--- src/hdl/video_macros.svh ---
`ifndef VIDEO_MACROS_SVH
`define VIDEO_MACROS_SVH

// horizontal raster in pixels
`define VID_H_ACTIVE 16
`define VID_H_FRONT 2
`define VID_H_SYNC 3
`define VID_H_BACK 3

// vertical raster in lines
`define VID_V_ACTIVE 8
`define VID_V_FRONT 1
`define VID_V_SYNC 2
`define VID_V_BACK 2

// beam counters, wide enough for both totals
`define VID_POS_W 5

// palette entries per playfield
`define VID_PAL_DEPTH 16

// bits per color channel and alpha
`define VID_CHAN_W 4

// run-time blend mode codes
`define BLEND_OVERLAY 2'd0
`define BLEND_ALPHA 2'd1
`define BLEND_ADD_CLAMP 2'd2
`define BLEND_A_ONLY 2'd3

`endif

--- src/hdl/video_pkg.sv ---
`include "video_macros.svh"

package video_pkg;

    // beam coordinate, horizontal or vertical
    typedef logic [`VID_POS_W-1:0] pos_t;

    // palette address
    typedef logic [$clog2(`VID_PAL_DEPTH)-1:0] pal_idx_t;

    // blend mode select, see BLEND_* codes
    typedef logic [1:0] blend_mode_t;

    // one color channel or alpha
    typedef logic [`VID_CHAN_W-1:0] chan_t;

    // red in the top nibble, blue in the bottom
    typedef logic [3*`VID_CHAN_W-1:0] rgb_t;

    // alpha sits above rgb
    typedef logic [4*`VID_CHAN_W-1:0] argb_t;

    // raster control levels, travel together down the pipe
    typedef struct packed {
        logic hsync;
        logic vsync;
        logic de;
    } vid_ctl_t;

    // palette write port
    // we is a one-cycle strobe
    typedef struct packed {
        logic     we;
        pal_idx_t addr;
        argb_t    data;
    } pal_wr_t;

endpackage

--- src/hdl/playfield_fetch.sv ---
`include "video_macros.svh"

module playfield_fetch (
    input  logic                 clk,
    input  video_pkg::pal_wr_t   pal_wr_i,
    input  video_pkg::pos_t      h_pos_i,
    input  video_pkg::pos_t      v_pos_i,
    input  video_pkg::pal_idx_t  scroll_i,
    output video_pkg::argb_t     color_o
);

    import video_pkg::*;

    // palette storage, modeled as a BRAM
    // no reset, contents come from the write port only
    argb_t pal_mem [`VID_PAL_DEPTH];

    pal_idx_t h_low;
    pal_idx_t v_low;
    pal_idx_t rd_idx;

    // low bits of the beam position
    always_comb begin
        h_low = h_pos_i[$bits(pal_idx_t)-1:0];
        v_low = v_pos_i[$bits(pal_idx_t)-1:0];
    end

    // diagonal stripe pattern
    // the sum wraps at the palette depth
    always_comb begin
        rd_idx = h_low + v_low + scroll_i;
    end

    // synchronous write port
    // one entry per strobe
    always_ff @(posedge clk) begin
        if (pal_wr_i.we) begin
            pal_mem[pal_wr_i.addr] <= pal_wr_i.data;
        end
    end

    // registered read
    // a write to the same entry this cycle is not seen yet
    always_ff @(posedge clk) begin
        color_o <= pal_mem[rd_idx];
    end

endmodule

--- src/hdl/video_blend.sv ---
`include "video_macros.svh"

module video_blend (
    input  logic                   clk,
    input  logic                   arst_n_i,
    input  video_pkg::vid_ctl_t    ctl_i,
    input  video_pkg::blend_mode_t mode_i,
    input  video_pkg::argb_t       color_a_i,
    input  video_pkg::argb_t       color_b_i,
    output video_pkg::vid_ctl_t    ctl_o,
    output video_pkg::rgb_t        rgb_o
);

    import video_pkg::*;

    localparam int CW = `VID_CHAN_W;

    // stage one, aligned with the palette read
    vid_ctl_t    ctl_1;
    blend_mode_t mode_1;

    // overlay decision for the whole pixel
    logic b_wins;
    // alpha of the top surface
    chan_t alpha_b;
    rgb_t  mixed;

    // one channel of one pixel
    // a is the bottom surface, b the top
    function automatic chan_t mix_chan(
        input blend_mode_t mode,
        input chan_t       ca,
        input chan_t       cb,
        input chan_t       ab,
        input logic        b_top
    );
        logic [2*CW-1:0] wsum;
        logic [CW:0]     asum;
        chan_t           res;
        // weights add up to 16, so the sum stays under 256
        wsum = ({{CW{1'b0}}, ab} + 1'b1) * {{CW{1'b0}}, cb}
             + ({{CW{1'b0}}, {CW{1'b1}}} - {{CW{1'b0}}, ab}) * {{CW{1'b0}}, ca};
        asum = {1'b0, ca} + {1'b0, cb};
        case (mode)
            `BLEND_OVERLAY:   res = b_top ? cb : ca;
            `BLEND_ALPHA:     res = wsum[2*CW-1:CW];
            // saturate on carry out
            `BLEND_ADD_CLAMP: res = asum[CW] ? {CW{1'b1}} : asum[CW-1:0];
            `BLEND_A_ONLY:    res = ca;
            default:          res = ca;
        endcase
        return res;
    endfunction

    // controls and mode wait for the palette lookup
    always_ff @(posedge clk or negedge arst_n_i) begin
        if (!arst_n_i) begin
            ctl_1  <= '0;
            mode_1 <= `BLEND_OVERLAY;
        end else begin
            ctl_1  <= ctl_i;
            mode_1 <= mode_i;
        end
    end

    // B shows through only where it claims priority and A does not
    always_comb begin
        b_wins  = color_b_i[4*CW-1] & ~color_a_i[4*CW-1];
        alpha_b = color_b_i[4*CW-1:3*CW];
    end

    // per channel mix, red down to blue
    always_comb begin
        for (int c = 0; c < 3; c++) begin
            mixed[c*CW +: CW] = mix_chan(mode_1, color_a_i[c*CW +: CW],
                                         color_b_i[c*CW +: CW], alpha_b, b_wins);
        end
    end

    // stage two, output register
    // blanked pixels forced to black
    always_ff @(posedge clk or negedge arst_n_i) begin
        if (!arst_n_i) begin
            ctl_o <= '0;
            rgb_o <= '0;
        end else begin
            ctl_o <= ctl_1;
            if (ctl_1.de) begin
                rgb_o <= mixed;
            end else begin
                rgb_o <= '0;
            end
        end
    end

    // no color outside the active window
    assert property (@(posedge clk) disable iff (!arst_n_i)
        !ctl_o.de |-> (rgb_o == '0));

endmodule

--- src/hdl/video_compositor.sv ---
module video_compositor (
    input  logic                   clk,
    input  logic                   arst_n_i,
    input  video_pkg::pal_wr_t     pal_wr_i,
    input  logic                   pal_sel_i,
    input  video_pkg::pal_idx_t    scroll_a_i,
    input  video_pkg::pal_idx_t    scroll_b_i,
    input  video_pkg::blend_mode_t mode_i,
    output logic                   hsync_o,
    output logic                   vsync_o,
    output logic                   de_o,
    output video_pkg::rgb_t        rgb_o
);

    import video_pkg::*;

    // raster controls at the timing and at the output
    vid_ctl_t tim_ctl;
    vid_ctl_t out_ctl;
    pos_t     h_pos;
    pos_t     v_pos;
    argb_t    color_a;
    argb_t    color_b;
    // per playfield write ports
    pal_wr_t  pal_wr_a;
    pal_wr_t  pal_wr_b;

    // shared address and data
    // strobe goes to the selected playfield only, 0 picks A
    always_comb begin
        pal_wr_a    = pal_wr_i;
        pal_wr_b    = pal_wr_i;
        pal_wr_a.we = pal_wr_i.we & ~pal_sel_i;
        pal_wr_b.we = pal_wr_i.we & pal_sel_i;
    end

    video_timing u_timing (
        .clk      (clk),
        .arst_n_i (arst_n_i),
        .ctl_o    (tim_ctl),
        .h_pos_o  (h_pos),
        .v_pos_o  (v_pos)
    );

    // bottom surface
    playfield_fetch u_pf_a (
        .clk      (clk),
        .pal_wr_i (pal_wr_a),
        .h_pos_i  (h_pos),
        .v_pos_i  (v_pos),
        .scroll_i (scroll_a_i),
        .color_o  (color_a)
    );

    // top surface
    playfield_fetch u_pf_b (
        .clk      (clk),
        .pal_wr_i (pal_wr_b),
        .h_pos_i  (h_pos),
        .v_pos_i  (v_pos),
        .scroll_i (scroll_b_i),
        .color_o  (color_b)
    );

    video_blend u_blend (
        .clk       (clk),
        .arst_n_i  (arst_n_i),
        .ctl_i     (tim_ctl),
        .mode_i    (mode_i),
        .color_a_i (color_a),
        .color_b_i (color_b),
        .ctl_o     (out_ctl),
        .rgb_o     (rgb_o)
    );

    // control levels onto their own pins
    always_comb begin
        hsync_o = out_ctl.hsync;
        vsync_o = out_ctl.vsync;
        de_o    = out_ctl.de;
    end

endmodule

--- src/hdl/video_timing.sv ---
`include "video_macros.svh"

module video_timing (
    input  logic              clk,
    input  logic              arst_n_i,
    output video_pkg::vid_ctl_t ctl_o,
    output video_pkg::pos_t   h_pos_o,
    output video_pkg::pos_t   v_pos_o
);

    import video_pkg::*;

    // raster totals
    localparam int H_TOTAL = `VID_H_ACTIVE + `VID_H_FRONT + `VID_H_SYNC + `VID_H_BACK;
    localparam int V_TOTAL = `VID_V_ACTIVE + `VID_V_FRONT + `VID_V_SYNC + `VID_V_BACK;

    // region boundaries as counter values
    localparam pos_t H_LAST      = pos_t'(H_TOTAL - 1);
    localparam pos_t V_LAST      = pos_t'(V_TOTAL - 1);
    localparam pos_t H_ACT_END   = pos_t'(`VID_H_ACTIVE);
    localparam pos_t V_ACT_END   = pos_t'(`VID_V_ACTIVE);
    localparam pos_t H_SYNC_BEG  = pos_t'(`VID_H_ACTIVE + `VID_H_FRONT);
    localparam pos_t H_SYNC_END  = pos_t'(`VID_H_ACTIVE + `VID_H_FRONT + `VID_H_SYNC);
    localparam pos_t V_SYNC_BEG  = pos_t'(`VID_V_ACTIVE + `VID_V_FRONT);
    localparam pos_t V_SYNC_END  = pos_t'(`VID_V_ACTIVE + `VID_V_FRONT + `VID_V_SYNC);

    pos_t     h_cnt;
    pos_t     v_cnt;
    vid_ctl_t ctl_next;

    // free running beam counters
    // vertical steps on the last pixel of each line
    always_ff @(posedge clk or negedge arst_n_i) begin
        if (!arst_n_i) begin
            h_cnt <= '0;
            v_cnt <= '0;
        end else begin
            if (h_cnt == H_LAST) begin
                h_cnt <= '0;
                if (v_cnt == V_LAST) begin
                    v_cnt <= '0;
                end else begin
                    v_cnt <= v_cnt + 1'b1;
                end
            end else begin
                h_cnt <= h_cnt + 1'b1;
            end
        end
    end

    // region decode of the current counts
    always_comb begin
        ctl_next.hsync = (h_cnt >= H_SYNC_BEG) && (h_cnt < H_SYNC_END);
        ctl_next.vsync = (v_cnt >= V_SYNC_BEG) && (v_cnt < V_SYNC_END);
        // active only inside both active windows
        ctl_next.de    = (h_cnt < H_ACT_END) && (v_cnt < V_ACT_END);
    end

    // levels and position registered together
    // so all outputs describe the same pixel
    always_ff @(posedge clk or negedge arst_n_i) begin
        if (!arst_n_i) begin
            ctl_o   <= '0;
            h_pos_o <= '0;
            v_pos_o <= '0;
        end else begin
            ctl_o   <= ctl_next;
            h_pos_o <= h_cnt;
            v_pos_o <= v_cnt;
        end
    end

    // display enable never overlaps horizontal sync
    assert property (@(posedge clk) disable iff (!arst_n_i)
        !(ctl_o.de && ctl_o.hsync));

    // each hsync pulse lasts exactly the sync width
    assert property (@(posedge clk) disable iff (!arst_n_i)
        $rose(ctl_o.hsync) |-> ctl_o.hsync [*`VID_H_SYNC] ##1 !ctl_o.hsync);

endmodule

--- config.mk ---
export PLATFORM = sky130hd
export DESIGN_NAME = video_compositor
export DESIGN_NICKNAME = d
export VERILOG_FILES = /design/src/hdl/video_pkg.sv /design/src/hdl/playfield_fetch.sv /design/src/hdl/video_blend.sv /design/src/hdl/video_compositor.sv /design/src/hdl/video_timing.sv
export VERILOG_INCLUDE_DIRS = /design/src /design/src/hdl
export SDC_FILE = /design/constraint.sdc
export NUM_CORES = 1
export LEC_CHECK = 0
export BUFFER_PORTS_ARGS = -buffer_cell sky130_fd_sc_hd__buf_2
export CAP_MARGIN = 20
export CORE_UTILIZATION = 50
export DETAILED_ROUTE_END_ITERATION = 8
export GPL_TIMING_DRIVEN = 0
export HOLD_SLACK_MARGIN = 0.05
export PLACE_DENSITY = 0.63
export SLEW_MARGIN = 25
export SYNTH_ARGS = -nofsm -noshare
export SYNTH_HDL_FRONTEND = slang
export SYNTH_SLANG_ARGS = --single-unit
--- constraint.sdc ---
create_clock -name clk -period 9.99 [get_ports clk]
set_input_delay 0 -clock clk [delete_from_list [all_inputs] [get_ports clk]]
set_output_delay 0 -clock clk [all_outputs]
set_load 0.02 [all_outputs]
### Word level (Yosys, flattened, before mapping)

Memory sizes are Yosys's and may differ from the RTL's. A register that Yosys moved wholly into a read port is not among the register bits.
Cells that the tools add are included.

* mux-type cells: 16
* equality and inequality tests: 5
* $lt $le $gt $ge: 6
* $mul: 6
* bitwise gates (word level): 5
* div/mod/pow operators: 0
* $add $sub $neg: 13
* shifts and indexed selects: 0
* reductions and logical operators: 4

Operator list (number)
* 8-bit by 4-bit multiplier with 8-bit output: 6
* 4-bit one-hot mux with 4 select lines: 3
* 8-bit adder: 3
* 4-bit 2-to-1 mux: 6
* 4-bit by 4-bit adder with 5-bit output: 3
* 4-bit adder: 3
* 12-bit 2-to-1 mux: 1
* 5-bit by 1-bit adder with 5-bit output, second input constant: 2
* 5-bit by 4-bit < comparator with 1-bit output, second input constant: 2
* 5-bit < comparator, second input constant: 2
* 5-bit 2-to-1 mux: 2
* 4-bit by 1-bit adder with 5-bit output, second input constant: 1
* 5-bit by 4-bit == test with 1-bit output, second input constant: 1
* 5-bit == test, second input constant: 1
* 5-bit by 4-bit greater-or-equal comparator with 1-bit output, second input constant: 1
* 5-bit greater-or-equal comparator, second input constant: 1
* 4-bit by 4-bit subtractor with 5-bit output, first input constant: 1
* 2-bit == test, second input constant: 2
* 1-bit 2-to-1 mux: 4
* 1-bit bitwise AND: 3
* 1-bit logical AND: 3
* 2-bit by 1-bit == test with 1-bit output, second input constant: 1
* 2-bit logical NOT: 1
* 1-bit NOT: 2

* bits in latches: 0
* memory bits (read-only): 0
* flip-flop bits (word level): 41
* output and inout port bits: 15
* logic and storage cells: 72
* input port bits: 34
* memory bits (writable): 512
* memories kept: 2

Memory list
* u_pf_a.pal_mem: words 16, width 16, rd ports 1, clocked after memory_dff 1, wr ports 1, line playfield_fetch.sv:16 `` argb_t pal_mem [`VID_PAL_DEPTH]; ``
* u_pf_b.pal_mem: words 16, width 16, rd ports 1, clocked after memory_dff 1, wr ports 1, line playfield_fetch.sv:16

### Logic depth before layout (Yosys ltp)

Gate-level depths: netlist of the first run.

* word-level depth: 5
* depth in mapped cells: 17
* depth with buffers taken out: 16

### Hierarchy

A second synthesis of the first run with hierarchy kept.

* cells, all modules: 1560
* area total of the unflattened synthesis: 26763.2 um^2

Modules (own cells, without submodules)
* playfield_fetch: sequential area each 8007.7 um^2, cells an instance 478, area an instance 10597.7 um^2, instances 2
* video_blend: sequential area each 500.5 um^2, cells an instance 535, area an instance 4684.5 um^2, instances 1
* video_timing: sequential area each 575.6 um^2, cells an instance 67, area an instance 867.1 um^2, instances 1
* video_compositor: sequential area each 0.0 um^2, cells an instance 2, area an instance 16.3 um^2, instances 1

### Worst setup path before layout of the first run

No wires, ideal clock.

* kind: register to register
* start: register u_pf_b.color_o[12], read port of u_pf_b.pal_mem
* end: register u_blend.rgb_o[3]
* arrival time: 4106 ps
* stages on the path, launching flop included: 18
* clock period less this slack: 4233 ps
* path buffers: 2
* setup time: 128 ps
* data required time: 9862 ps
* setup slack: 5757 ps
* cell sequence: dfxtp_1 -> clkbuf_1 -> nand3_1 -> xor2_1 -> clkbuf_1 -> nor2b_1 -> ha_1 -> fa_1 -> fa_1 -> inv_1 -> fa_1 -> inv_1 -> ha_1 -> nand4b_1 -> o211ai_1 -> a21oi_1 -> xnor2_1 -> o22ai_1

* word-level cells in the longest chain between the ends: 5
* elaborated cells between the ends (all ways): 7
* classes of those cells: 3 x add/sub; 2 x mul; 2 x mux

RTL lines
* start: declaration: line playfield_fetch.sv:9 `output video_pkg::argb_t color_o`
* 4-bit by 1-bit adder with 5-bit output / 4-bit by 4-bit subtractor with 5-bit output (equally long branches): line video_blend.sv:41, video_blend.sv:42
* 8-bit by 4-bit multiplier with 8-bit output (on tied branches): line video_blend.sv:41, video_blend.sv:42
* 8-bit adder *: line video_blend.sv:42 `+ ({{CW{1'b0}}, {CW{1'b1}}} - {{CW{1'b0}}, ab}) * {{CW{1'b0}}, ca};`
* 4-bit one-hot mux with 4 select lines *: line video_blend.sv:44 `case (mode)`
* 12-bit 2-to-1 mux *: line video_blend.sv:88 `if (ctl_1.de) begin`
* end signal: assignment: line video_blend.sv:89 `rgb_o <= mixed;`
* end: declaration: line video_blend.sv:11 `output video_pkg::rgb_t rgb_o`

Every way passes the cells marked *; elsewhere a longest branch is shown, timed or not.
A chain may end at the register's enable or synchronous reset.

### Worst setup path in the final report of the first run

* start: register u_pf_b.color_o[12], read port of u_pf_b.pal_mem
* end: register u_blend.rgb_o[7]

Same word-level chain as after synthesis.

==> flow_summary.ini, run 1 <==
[synthesis]
synth-seq-cells = 534
yosysSeqAreaShare_pct = 64.4
synth_fp_nets = 1526
synth_ff_type = edfxtp_1
syn_area_um2 = 24100
yosysWarnings = 0
synth_cell_types = 52
synth_edf_count = 464
syn_area_per_cell_um2 = 17.8
synth_cells = 1355
async_reset_ff_share_pct = 7.68

[critical_path]
cp.arrival_ns = 6.23
path_class = reg2reg
cp-start-kind = flip-flop
regToRegEndpoint = u_blend.rgb_o[7]
end_kind = flip-flop
critPathRequiredTime_ns = 10.48
rrSetupSlack_ns = 4.25
crit_path_start = u_pf_b.color_o[12]
r2r-start = u_pf_b.color_o[12]
r2r.worst_path.cells = 17
cp_max_fo = 10

[drt]
final_antenna_net_count = 0
highest_layer = met4
avgViaCountPerCell = 5.81
drc_errors = 0
drt-pass1-iter-count = 8
dr_wl_met3_um = 3200
drt-met1-wl_um = 24100
wl_met2_um = 26100
drt_iter0_drc = 1279
vias = 12541
drt_wl_total_um = 54600
wire_per_inst_um = 25.3

[layout]
drive_above_1_share_pct = 20.7
fill_cells = 3635
num_antenna_cells = 0
fin_area_um2 = 27400
post-route-util_pct = 57.5
num-nets-final = 1675
areaGrowthSynthToFinish_pct = 13.7

[clocking]
cts_buffer_depth = 3
cts_inserted_buffers = 54
cts_tree = yes
cts_root_buf = clkbuf_16
insertion_delay_ns = 0.61
htreeDepth = 2
clkTransAtPathRegs_ns = 0.06
post_cts_resize_count = 0
cts.sinks = 534

[floorplanning]
placement_rows = 80
die_y_um = 222
die_w_um = 222
start_util_pct = 50.6
dieArea_um2 = 49100
io_pins = 49
core_um2 = 47600

[grt]
grt_usage_pct = 22.9
overflow = 0
grt_max_degree = 42
grt_pass1_wl_um = 81900
grt_pass1_vias = 12851
antenna_found_initial = 4

[timing]
setup_tns_ns = 0
skew_ns = 0.0218
rsz0062_at_grt = no
period_minus_slack_ns = 5.74
hold_viol_final = 0
relSlewSlack_pct = 36.8
worstMarginPinSlew_ns = 0.947
setup_violations = 0
fmaxAchievable_mhz = 174
drv_slew = 0
period_share_pct = 57.4

[placed_design]
dpl_cell_area_um2 = 25500
routabilityCongestion = 0.875
numPortBuffers = 48
dp_hpwl_um = 36500

[run]
drv_cap = 0

[hold_path]
hp-start = scroll_a_i[3]
whs_endpoint = u_pf_a.color_o[15]
hold_class = in2reg
holdPathStages = 4

[power_and_ir_drop]
max-vdd-ir-drop_mv = 0.141
powerDensity_nw_per_um2 = 206
p_leak_uw = 0.00985

[run_status]
status = complete, no violations
[kinds of logic (layout without fill, tap and decap cells)]
| family | count (synthesis) | after routing | synth area share (%) |
|---|---|---|---|
| compound gates | 74 | 74 | 2.12 |
| xor+xnor | 35 | 35 | 1.54 |
| fa+ha+maj | 137 | 137 | 9.07 |
| buf+inv | 170 | 358 | 2.99 |
| flops | 534 | 534 | 64.4 |
| mux | 160 | 160 | 14.6 |
| simple gates | 245 | 245 | 5.30 |
[repair_timing]
item	CTS	global route
buffers inserted	0	0
endpoints found under the hold margin	516	41
hold buffers	24	1
[state kept, by name, indices dropped and copies added, names as in the netlist]
name / flops
u_blend.rgb_o: 12
u_pf_b.pal_mem: 256
u_timing.v_pos_o: 4
u_blend.ctl_o: 3
u_timing.h_cnt: 5
u_blend.mode_1: 2
u_timing.v_cnt: 5
u_pf_b.color_o: 16
u_pf_a.pal_mem: 208
u_timing.h_pos_o: 4
u_timing.ctl_o: 3
u_pf_a.color_o: 13
u_blend.ctl_1: 3
[metal layers]
layer / up-vias / GRT usage, %
met5: - / 0
met4: 0 / 6.07
met3: 77 / 3.58
met2: 392 / 36.5
met1: 6614 / 33.3
li1: 5458 / -
[final cells by class]
class	instances	area, µm²	area share, %
flip-flops and latches	534	15500	56.7
multi-input cells	651	8020	29.2
clock buffers	69	1430	5.21
well taps	615	769	2.81
repair buffers	93	673	2.45
inverters	118	443	1.62
plain buffers	52	278	1.01
clock inverters	26	273	0.995
[worst max-delay path by stage]
stage | to | slack [ns] | cells past startpoint
finish | u_blend.rgb_o[7] | 4.25 | 17
global route | u_blend.rgb_o[7] | 3.85 | 17
CTS | u_blend.rgb_o[7] | 4.10 | 17
detailed placement | u_blend.rgb_o[7] | 4.15 | 17
global placement | u_blend.rgb_o[7] | 4.16 | 17
floorplan | u_blend.rgb_o[3] | 5.76 | 17
[Yosys cell counts, types with 4 or more instances]
cell	n	area (µm²)
buf_4	9	67.6
dfxtp_1	29	581
edfxtp_1	464	13900
o21bai_1	4	30.0
inv_1	118	443
buf_6	6	67.6
nor2b_1	41	257
nand4_1	5	31.3
nand2b_1	29	181
clkbuf_1	34	128
fa_1	63	1260
dfrtp_1	41	1030
xnor2_1	19	166
nand4b_1	6	52.6
mux4_2	119	2680
o211ai_1	5	37.5
xor2_1	12	105
a21oi_1	16	80.1
mux4_1	26	683
nand2_1	43	161
o22ai_1	5	31.3
nand3_1	11	55.1
ha_1	74	926
o21ai_0	10	50.1
and2_1	31	194
a21o_1	12	90.1
nor3_1	16	80.1
mux2i_1	11	110
nor2_1	55	206
o311ai_0	4	35.0
[layout by cell type, fill, tap and decap left out, types with 15 or more instances in the layout]
| master | synthesis | final |
|---|---|---|
| inv_1 | 118 | 118 |
| clkbuf_16 | 0 | 54 |
| nand2b_1 | 29 | 29 |
| clkbuf_1 | 34 | 47 |
| dlygate4sd3_1 | 0 | 25 |
| buf_2 | 3 | 50 |
| edfxtp_1 | 464 | 464 |
| nor2b_1 | 41 | 41 |
| nor2_1 | 55 | 31 |
| nand2_1 | 43 | 43 |
| dfrtp_1 | 41 | 41 |
| buf_4 | 9 | 23 |
| a21oi_1 | 16 | 16 |
| mux4_2 | 119 | 119 |
| fa_1 | 63 | 63 |
| mux4_1 | 26 | 26 |
| dfxtp_1 | 29 | 29 |
| xnor2_1 | 19 | 18 |
| nor2_2 | 0 | 15 |
| ha_1 | 74 | 74 |
| and2_1 | 31 | 31 |
[critical path: stages (launching register included)]
cell and delay, ns:
dfxtp_1 0.50, clkbuf_1 0.49, nand3_1 0.16, xor2_1 0.47, clkbuf_1 0.63, nor2b_1 0.11, ha_1 0.34, fa_1 0.51
fa_1 0.50, inv_1 0.05, fa_1 0.47, inv_1 0.04, ha_1 0.33, nand4b_1 0.11, o211ai_1 0.35, a21oi_1 0.18
xnor2_1 0.16, o22ai_1 0.22
[metrics by stage]
step / power [µW] / hold slack, ns / std cells / worst slack (ns)
floorplan: 3420 / -0.296 / 1355 / 5.76
global placement: 3720 / 0.110 / 2018 / 4.16
detailed placement: 3740 / 0.109 / 2038 / 4.15
CTS: 5700 / 0.0930 / 2157 / 4.10
global route: 5930 / 0.126 / 2158 / 3.85
finish: 5640 / 0.119 / 2158 / 4.25
[report_power, final]
group / switching (µW) / internal [µW]
logic: 669 / 522
registers: 36.2 / 2460
clock network: 835 / 1120
(Power assumes the default switching activity.)
==> run 2: changes to the inputs <==
- ABC_AREA: default -> 1
- clock period: 9.99 -> 5.4 ns (I/O delays scaled with it)
==> run 2 against run 1 <==
- maximum frequency rose by 14%
- clock skew fell by 0.0037 ns
- final cell count grew 52%
- power rose by 86%
- core utilization is 0.30 points lower
- count of clock-buffer cells in the layout up 6
- area after synthesis rose by 4.7%
- non-clock buffer count up 51
- worst hold slack got worse by 0.076 ns
- highest routed layer unchanged
==> flow_summary.ini, run 2 <==
[power_and_ir_drop]
p_sw_uw = 3000
pwr-share-seq_pct = 43.9
powerDensity_nw_per_um2 = 366
p_leak_uw = 0.0112
p_int_uw = 7470
p_comb_share_pct = 20.5
max-vdd-ir-drop_mv = 0.255
p_sw_share_pct = 28.7
power_frac_clock_pct = 35.6

[layout]
top_register = u_pf_b.pal_mem
num_antenna_cells = 0
top_regs = u_pf_b.pal_mem x256, u_pf_a.pal_mem x208, u_pf_b.color_o x16
mostFrequentLayoutCell = nor2_1
areaGrowthSynthToFinish_pct = 13.2
final_cell_mix = 471 x nor2_1, 464 x edfxtp_1, 388 x o21ai_0, 262 x nand2_1, 258 x inv_1
drive_above_1_share_pct = 9.05
largest_reg_flops = 256
num-nets-final = 2725

[timing]
relSlewSlack_pct = 35.3
drv_slew = 0
rsz0062_at_grt = no
hold_viol_final = 0
period_minus_slack_ns = 5.03
layout_setup_ws_ns = 0.367
setup_violations = 0
fmaxAchievable_mhz = 199
period_share_pct = 93.2
setup_tns_ns = 0
skew_ns = 0.0181
worstMarginPinSlew_ns = 0.967

[drt]
drt_iter0_drc = 1885
drt_wl_total_um = 67000
drt-pass1-iter-count = 6
avgViaCountPerCell = 5.48
drc_errors = 0
final_antenna_net_count = 0
wire_per_inst_um = 20.5
vias = 17911

[hold_path]
hold_class = in2async

[placed_design]
dp_hpwl_um = 46100
dp_slack_ns = 0.432
routabilityCongestion = 0.947
numPortBuffers = 48

[critical_path]
end_kind = flip-flop
worst-path-buf-inv = 5
slowest_delay_ns = 0.59
cp_max_fo = 10
regToRegEndpoint = u_blend.rgb_o[3]
r2r-start = u_pf_b.color_o[12]
cp.arrival_ns = 5.55
path_class = reg2reg
critPathTopFamily = adder cells
rrSetupSlack_ns = 0.37
cpMaxStageDelayCell = clkbuf_1
r2r.worst_path.cells = 20
critPathRequiredTime_ns = 5.92
path_cells = buf_2 > nand3_1 > xor2_1 > clkbuf_1 > nor2_1 > ha_1 > fa_1 > fa_1 > inv_1 > fa_1 > inv_1 > ha_1 > nand2_1 > nor2_1 > nand3_1 > nand2_1 > inv_1 > nand2_1 > nand3_1 > a21oi_1
cp-start-kind = flip-flop

[floorplanning]
die_w_um = 227
die_y_um = 227
dieArea_um2 = 51400
placement_rows = 82
start_util_pct = 50.6
core_um2 = 50000
io_pins = 49

[synthesis]
synth_fp_nets = 2581
async_reset_ff_share_pct = 7.68
synth-seq-cells = 534
syn_area_um2 = 25300
yosys-top-cells-area = edfxtp_1 55%, o21ai_0 7.7%, nor2_1 7.5%
yosysSeqAreaShare_pct = 61.5
synth_ff_type = edfxtp_1
synth_cell_types = 30
yosys.area.top_type = edfxtp_1
yosysMostFrequentCell = nor2_1
syn_area_per_cell_um2 = 10.5
netlist_top_cells_count = 503 x nor2_1, 464 x edfxtp_1, 388 x o21ai_0
yosysWarnings = 0
synth_edf_count = 464
synth_cells = 2410
synth_top_area_share_pct = 55.2

[grt]
grt_pass1_wl_um = 101000
grt_max_degree = 42
grt_pass1_vias = 17257
antenna_found_initial = 1
grt_usage_pct = 26.4
overflow = 0

[clocking]
cts_root_buf = clkbuf_16
cts_tree = yes
cts_buffer_depth = 3
cts.sinks = 534
htreeDepth = 2
clkTransAtPathRegs_ns = 0.07
cts_inserted_buffers = 55
insertion_delay_ns = 0.61

[run_status]
status = complete, no violations

[run]
drv_cap = 0
## run 2: cell count changes after synthesis, moves of 41 or more
cell / change
nor2b_1: -41
nor2_1: +448
inv_1: +140
o21ai_1: +54
o21ai_0: +378
nand3_1: +70
mux4_2: -119
nand2_1: +219
## run 2: power groups by stage
| stage | logic, µW | clock network, µW | registers [µW] |
|---|---|---|---|
| floorplan | 1520 | 0 | 4670 |
| global placement | 2050 | 0 | 4680 |
| detailed placement | 2110 | 0 | 4680 |
| CTS | 2130 | 3770 | 4600 |
| global route | 2470 | 3930 | 4600 |
| finish | 2140 | 3730 | 4600 |
## run 2: final cells by class
type                       instances  area (µm²)
clock buffer                      75        1490
tap                              672         841
sequential                       534       15500
buffer                           109         480
clock inverter                    26         268
timing repair buffer              87         658
multi-input combinational       1508        8350
inverter                         259         972
fill                            4280       21400
## run 2: worst max-delay path by stage
stage / from / to / slack [ns] / depth (start not counted)
final: u_pf_b.color_o[12] / u_blend.rgb_o[3] / 0.37 / 20
after global routing: u_pf_b.color_o[12] / u_blend.rgb_o[3] / 0.12 / 20
after CTS: u_pf_b.color_o[12] / u_blend.rgb_o[3] / 0.41 / 20
after detailed placement: u_pf_b.color_o[12] / u_blend.rgb_o[3] / 0.43 / 20
after global placement: u_pf_b.color_o[12] / u_blend.rgb_o[11] / 0.50 / 20
after floorplan: u_pf_b.color_o[13] / u_blend.rgb_o[0] / 1.32 / 18
## run 2: kinds of logic (layout without fill, tap and decap cells)
logic type	count (synthesis)	in the layout	synth area share, %
flops	534	534	61.5
buf+inv	368	556	5.75
simple gates	867	867	13.5
compound gates	478	478	9.52
mux	13	13	0.580
fa+ha+maj	137	137	8.66
xor+xnor	13	13	0.451
## run 2: through the flow
stage                     hold WS, ns  power, µW  std cells  util (%)  area (µm²)
after CTS                      0.0530      10500       3270      57.2       28600
final                          0.0428      10500       3270      57.2       28600
after detailed placement        0.110       6790       3143      53.2       26600
after floorplan                -0.296       6180       2410         -       25300
after global routing           0.0867      11000       3270      57.2       28600
after global placement          0.111       6730       3130      52.7       26300
## run 2: repair_timing
item,CTS,global route
resized for setup,0,0
buffers inserted,0,0
hold buffers,26,0
hold endpoints to repair,397,0
## run 2: worst reg2reg max path: stages, from the launching register on
cell and delay (ns):
dfxtp_1 0.34, buf_2 0.30, nand3_1 0.14, xor2_1 0.42, clkbuf_1 0.59, nor2_1 0.09, ha_1 0.34, fa_1 0.52
fa_1 0.49, inv_1 0.05, fa_1 0.47, inv_1 0.04, ha_1 0.33, nand2_1 0.09, nor2_1 0.10, nand3_1 0.10
nand2_1 0.10, inv_1 0.05, nand2_1 0.06, nand3_1 0.12, a21oi_1 0.22
## run 2: routing by layer
layer | wire length [µm] | share of wire, % | GRT usage, %
met4 | 2200 | 3.3 | 8.70
met3 | 4150 | 6.2 | 3.30
met5 | 0 | 0 | 0
met2 | 31800 | 47 | 43.4
met1 | 28900 | 43 | 36.5
==> run 3: changes to the inputs <==
--- a/config.mk
+++ b/config.mk
@@ -11,3 +11,3 @@
 export CAP_MARGIN = 20
-export CORE_UTILIZATION = 50
+export CORE_UTILIZATION = 45
 export DETAILED_ROUTE_END_ITERATION = 8
@@ -15,4 +15,3 @@
 export HOLD_SLACK_MARGIN = 0.05
-export PLACE_DENSITY = 0.63
-export SLEW_MARGIN = 25
+export PLACE_DENSITY = 0.57
 export SYNTH_ARGS = -nofsm -noshare
--- a/constraint.sdc
+++ b/constraint.sdc
@@ -3,2 +3,2 @@
 set_output_delay 0 -clock clk [all_outputs]
-set_load 0.02 [all_outputs]
+set_load 0.1 [all_outputs]
==> run 3 against run 2 <==
- sequential cell count is the same
- power shrank 0.28%
- combinational power is essentially flat
- non-clock buffer count grew 14
- maximum frequency grew 2.7%
- final cell count grew 2.8%
- sequential power is essentially flat
- wire length grew 0.80%
- sequential share of layout area shrank 0.39 points
- setup slack gained 0.13 ns
- clock power is essentially flat
- design area grew 0.73%
- critical path type unchanged
- largest cell class unchanged
- largest power group unchanged
==> flow_summary.ini, run 3 (synthesis gave the netlist of run 2 again) <==
[run_status]
status = complete, no violations

[floorplanning]
start_util_pct = 45.7
die_w_um = 239
io_pins = 49
dieArea_um2 = 57100
placement_rows = 86
core_um2 = 55300
die_y_um = 239

[hold_path]
holdPathStages = 3
hp-start = pal_wr_i[20]
hold_class = in2reg
whs_endpoint = u_pf_a.pal_mem[2][15]

[timing]
skew_ns = 0.0656
drv_slew = 0
whs_ns = 0.0340
rsz0062_at_grt = no
fmaxAchievable_mhz = 204
period_share_pct = 90.7
setup_violations = 0
relSlewSlack_pct = 29.7
worstMarginPinSlew_ns = 1.05
hold_viol_final = 0
setup_tns_ns = 0
period_minus_slack_ns = 4.90

[layout]
num-nets-final = 2739
largest_reg_flops = 256
top_regs = u_pf_b.pal_mem x256, u_pf_a.pal_mem x208, u_pf_b.color_o x16
final_cell_mix = 489 x nor2_1, 464 x edfxtp_1, 388 x o21ai_0, 262 x nand2_1, 258 x inv_1
mostFrequentLayoutCell = nor2_1
fin_area_um2 = 28800
areaGrowthSynthToFinish_pct = 14.1
fill_cells = 4960
drive_above_1_share_pct = 8.73
top_register = u_pf_b.pal_mem

[drt]
drt_wl_total_um = 67500
vias = 17578
wire_per_inst_um = 20.1
drt-pass1-iter-count = 6
avgViaCountPerCell = 5.23
final_antenna_net_count = 0
drt_iter0_drc = 1595
drc_errors = 0

[placed_design]
routabilityCongestion = 0.924
numPortBuffers = 48
dpl_cell_area_um2 = 26800
dp_hpwl_um = 46700

[grt]
grt_pass1_vias = 17153
grt_pass1_wl_um = 102000
grt_max_degree = 42
overflow = 0
grt_usage_pct = 24.1
antenna_found_initial = 3

[clocking]
cts_root_buf = clkbuf_16
cts_buffer_depth = 3
cts.sinks = 534
insertion_delay_ns = 0.65
cts_inserted_buffers = 55
clkTransAtPathRegs_ns = 0.06
cts_tree = yes
htreeDepth = 2

[power_and_ir_drop]
powerDensity_nw_per_um2 = 363
p_leak_uw = 0.0113
max-vdd-ir-drop_mv = 0.260

[critical_path]
cp-start-kind = flip-flop
critPathRequiredTime_ns = 5.90
r2r-start = u_pf_b.color_o[12]
regToRegEndpoint = u_blend.rgb_o[11]
path_class = reg2reg
cp.arrival_ns = 5.40
r2r.worst_path.cells = 20
end_kind = flip-flop
rrSetupSlack_ns = 0.50
cp_max_fo = 10

[run]
drv_cap = 0
[run 3: stage by stage]
step / total power, µW / util [%] / setup slack (ns) / instances
final: 10400 / 52.1 / 0.500 / 3362
after global routing: 11000 / 52.1 / 0.183 / 3362
after CTS: 10500 / 52.1 / 0.467 / 3358
after detailed placement: 6800 / 48.4 / 0.536 / 3229
after global placement: 6760 / 47.8 / 0.518 / 3206
after floorplan: 6180 / - / 1.32 / 2410
[run 3: routing by layer]
| metal | vias to the layer above | wire length (µm) | track usage [%] |
|---|---|---|---|
| met3 | 127 | 4490 | 4.00 |
| met4 | 2 | 2510 | 9.67 |
| met5 | - | 8 | 0 |
| li1 | 8406 | - | - |
| met2 | 569 | 31100 | 38.1 |
| met1 | 8474 | 29400 | 33.2 |
[run 3: cell type report]
class | count | area, µm² | area share, %
diodes | 2 | 5.00 | 0.0174
flip-flops and latches | 534 | 15500 | 53.9
repair buffers | 101 | 823 | 2.86
well taps | 748 | 936 | 3.25
clock buffers | 63 | 1420 | 4.92
clock inverters | 38 | 338 | 1.17
plain buffers | 109 | 480 | 1.67
multi-input cells | 1508 | 8300 | 28.8
inverters | 259 | 972 | 3.37
[run 3: timing repair]
action / CTS / global route
hold buffers: 28 / 0
endpoints found under the hold margin: 505 / 0
gates resized for setup: 0 / 0
buffers inserted: 0 / 0
[run 3: worst max-delay path: stages, from the launching register on]
cell and delay [ns]:
dfxtp_1 0.33, buf_2 0.27, nand3_1 0.13, xor2_1 0.40, clkbuf_1 0.54, nor2_1 0.09, ha_1 0.33, fa_1 0.50
fa_1 0.50, inv_1 0.05, fa_1 0.47, inv_1 0.04, ha_1 0.33, nand2_1 0.09, nor2_1 0.09, nand3_1 0.09
nand2_1 0.10, inv_1 0.05, nand2_1 0.06, nand3_1 0.09, a21oi_1 0.21
[run 3: power by group]
part | internal, µW | switching [µW] | total, µW
Combinational | 779 | 1360 | 2140
Sequential | 4560 | 41.1 | 4600
Clock | 2080 | 1620 | 3700
[run 3: worst max-delay path by stage]
stage                             from                end  slack [ns]  depth (start not counted)
finish              u_pf_b.color_o[12]  u_blend.rgb_o[11]        0.50                         20
detailed placement  u_pf_b.color_o[12]  u_blend.rgb_o[11]        0.54                         20
global placement    u_pf_b.color_o[12]  u_blend.rgb_o[11]        0.52                         20
CTS                 u_pf_b.color_o[12]  u_blend.rgb_o[11]        0.47                         20
global route        u_pf_b.color_o[12]  u_blend.rgb_o[11]        0.18                         20
floorplan           u_pf_b.color_o[13]   u_blend.rgb_o[0]        1.32                         18
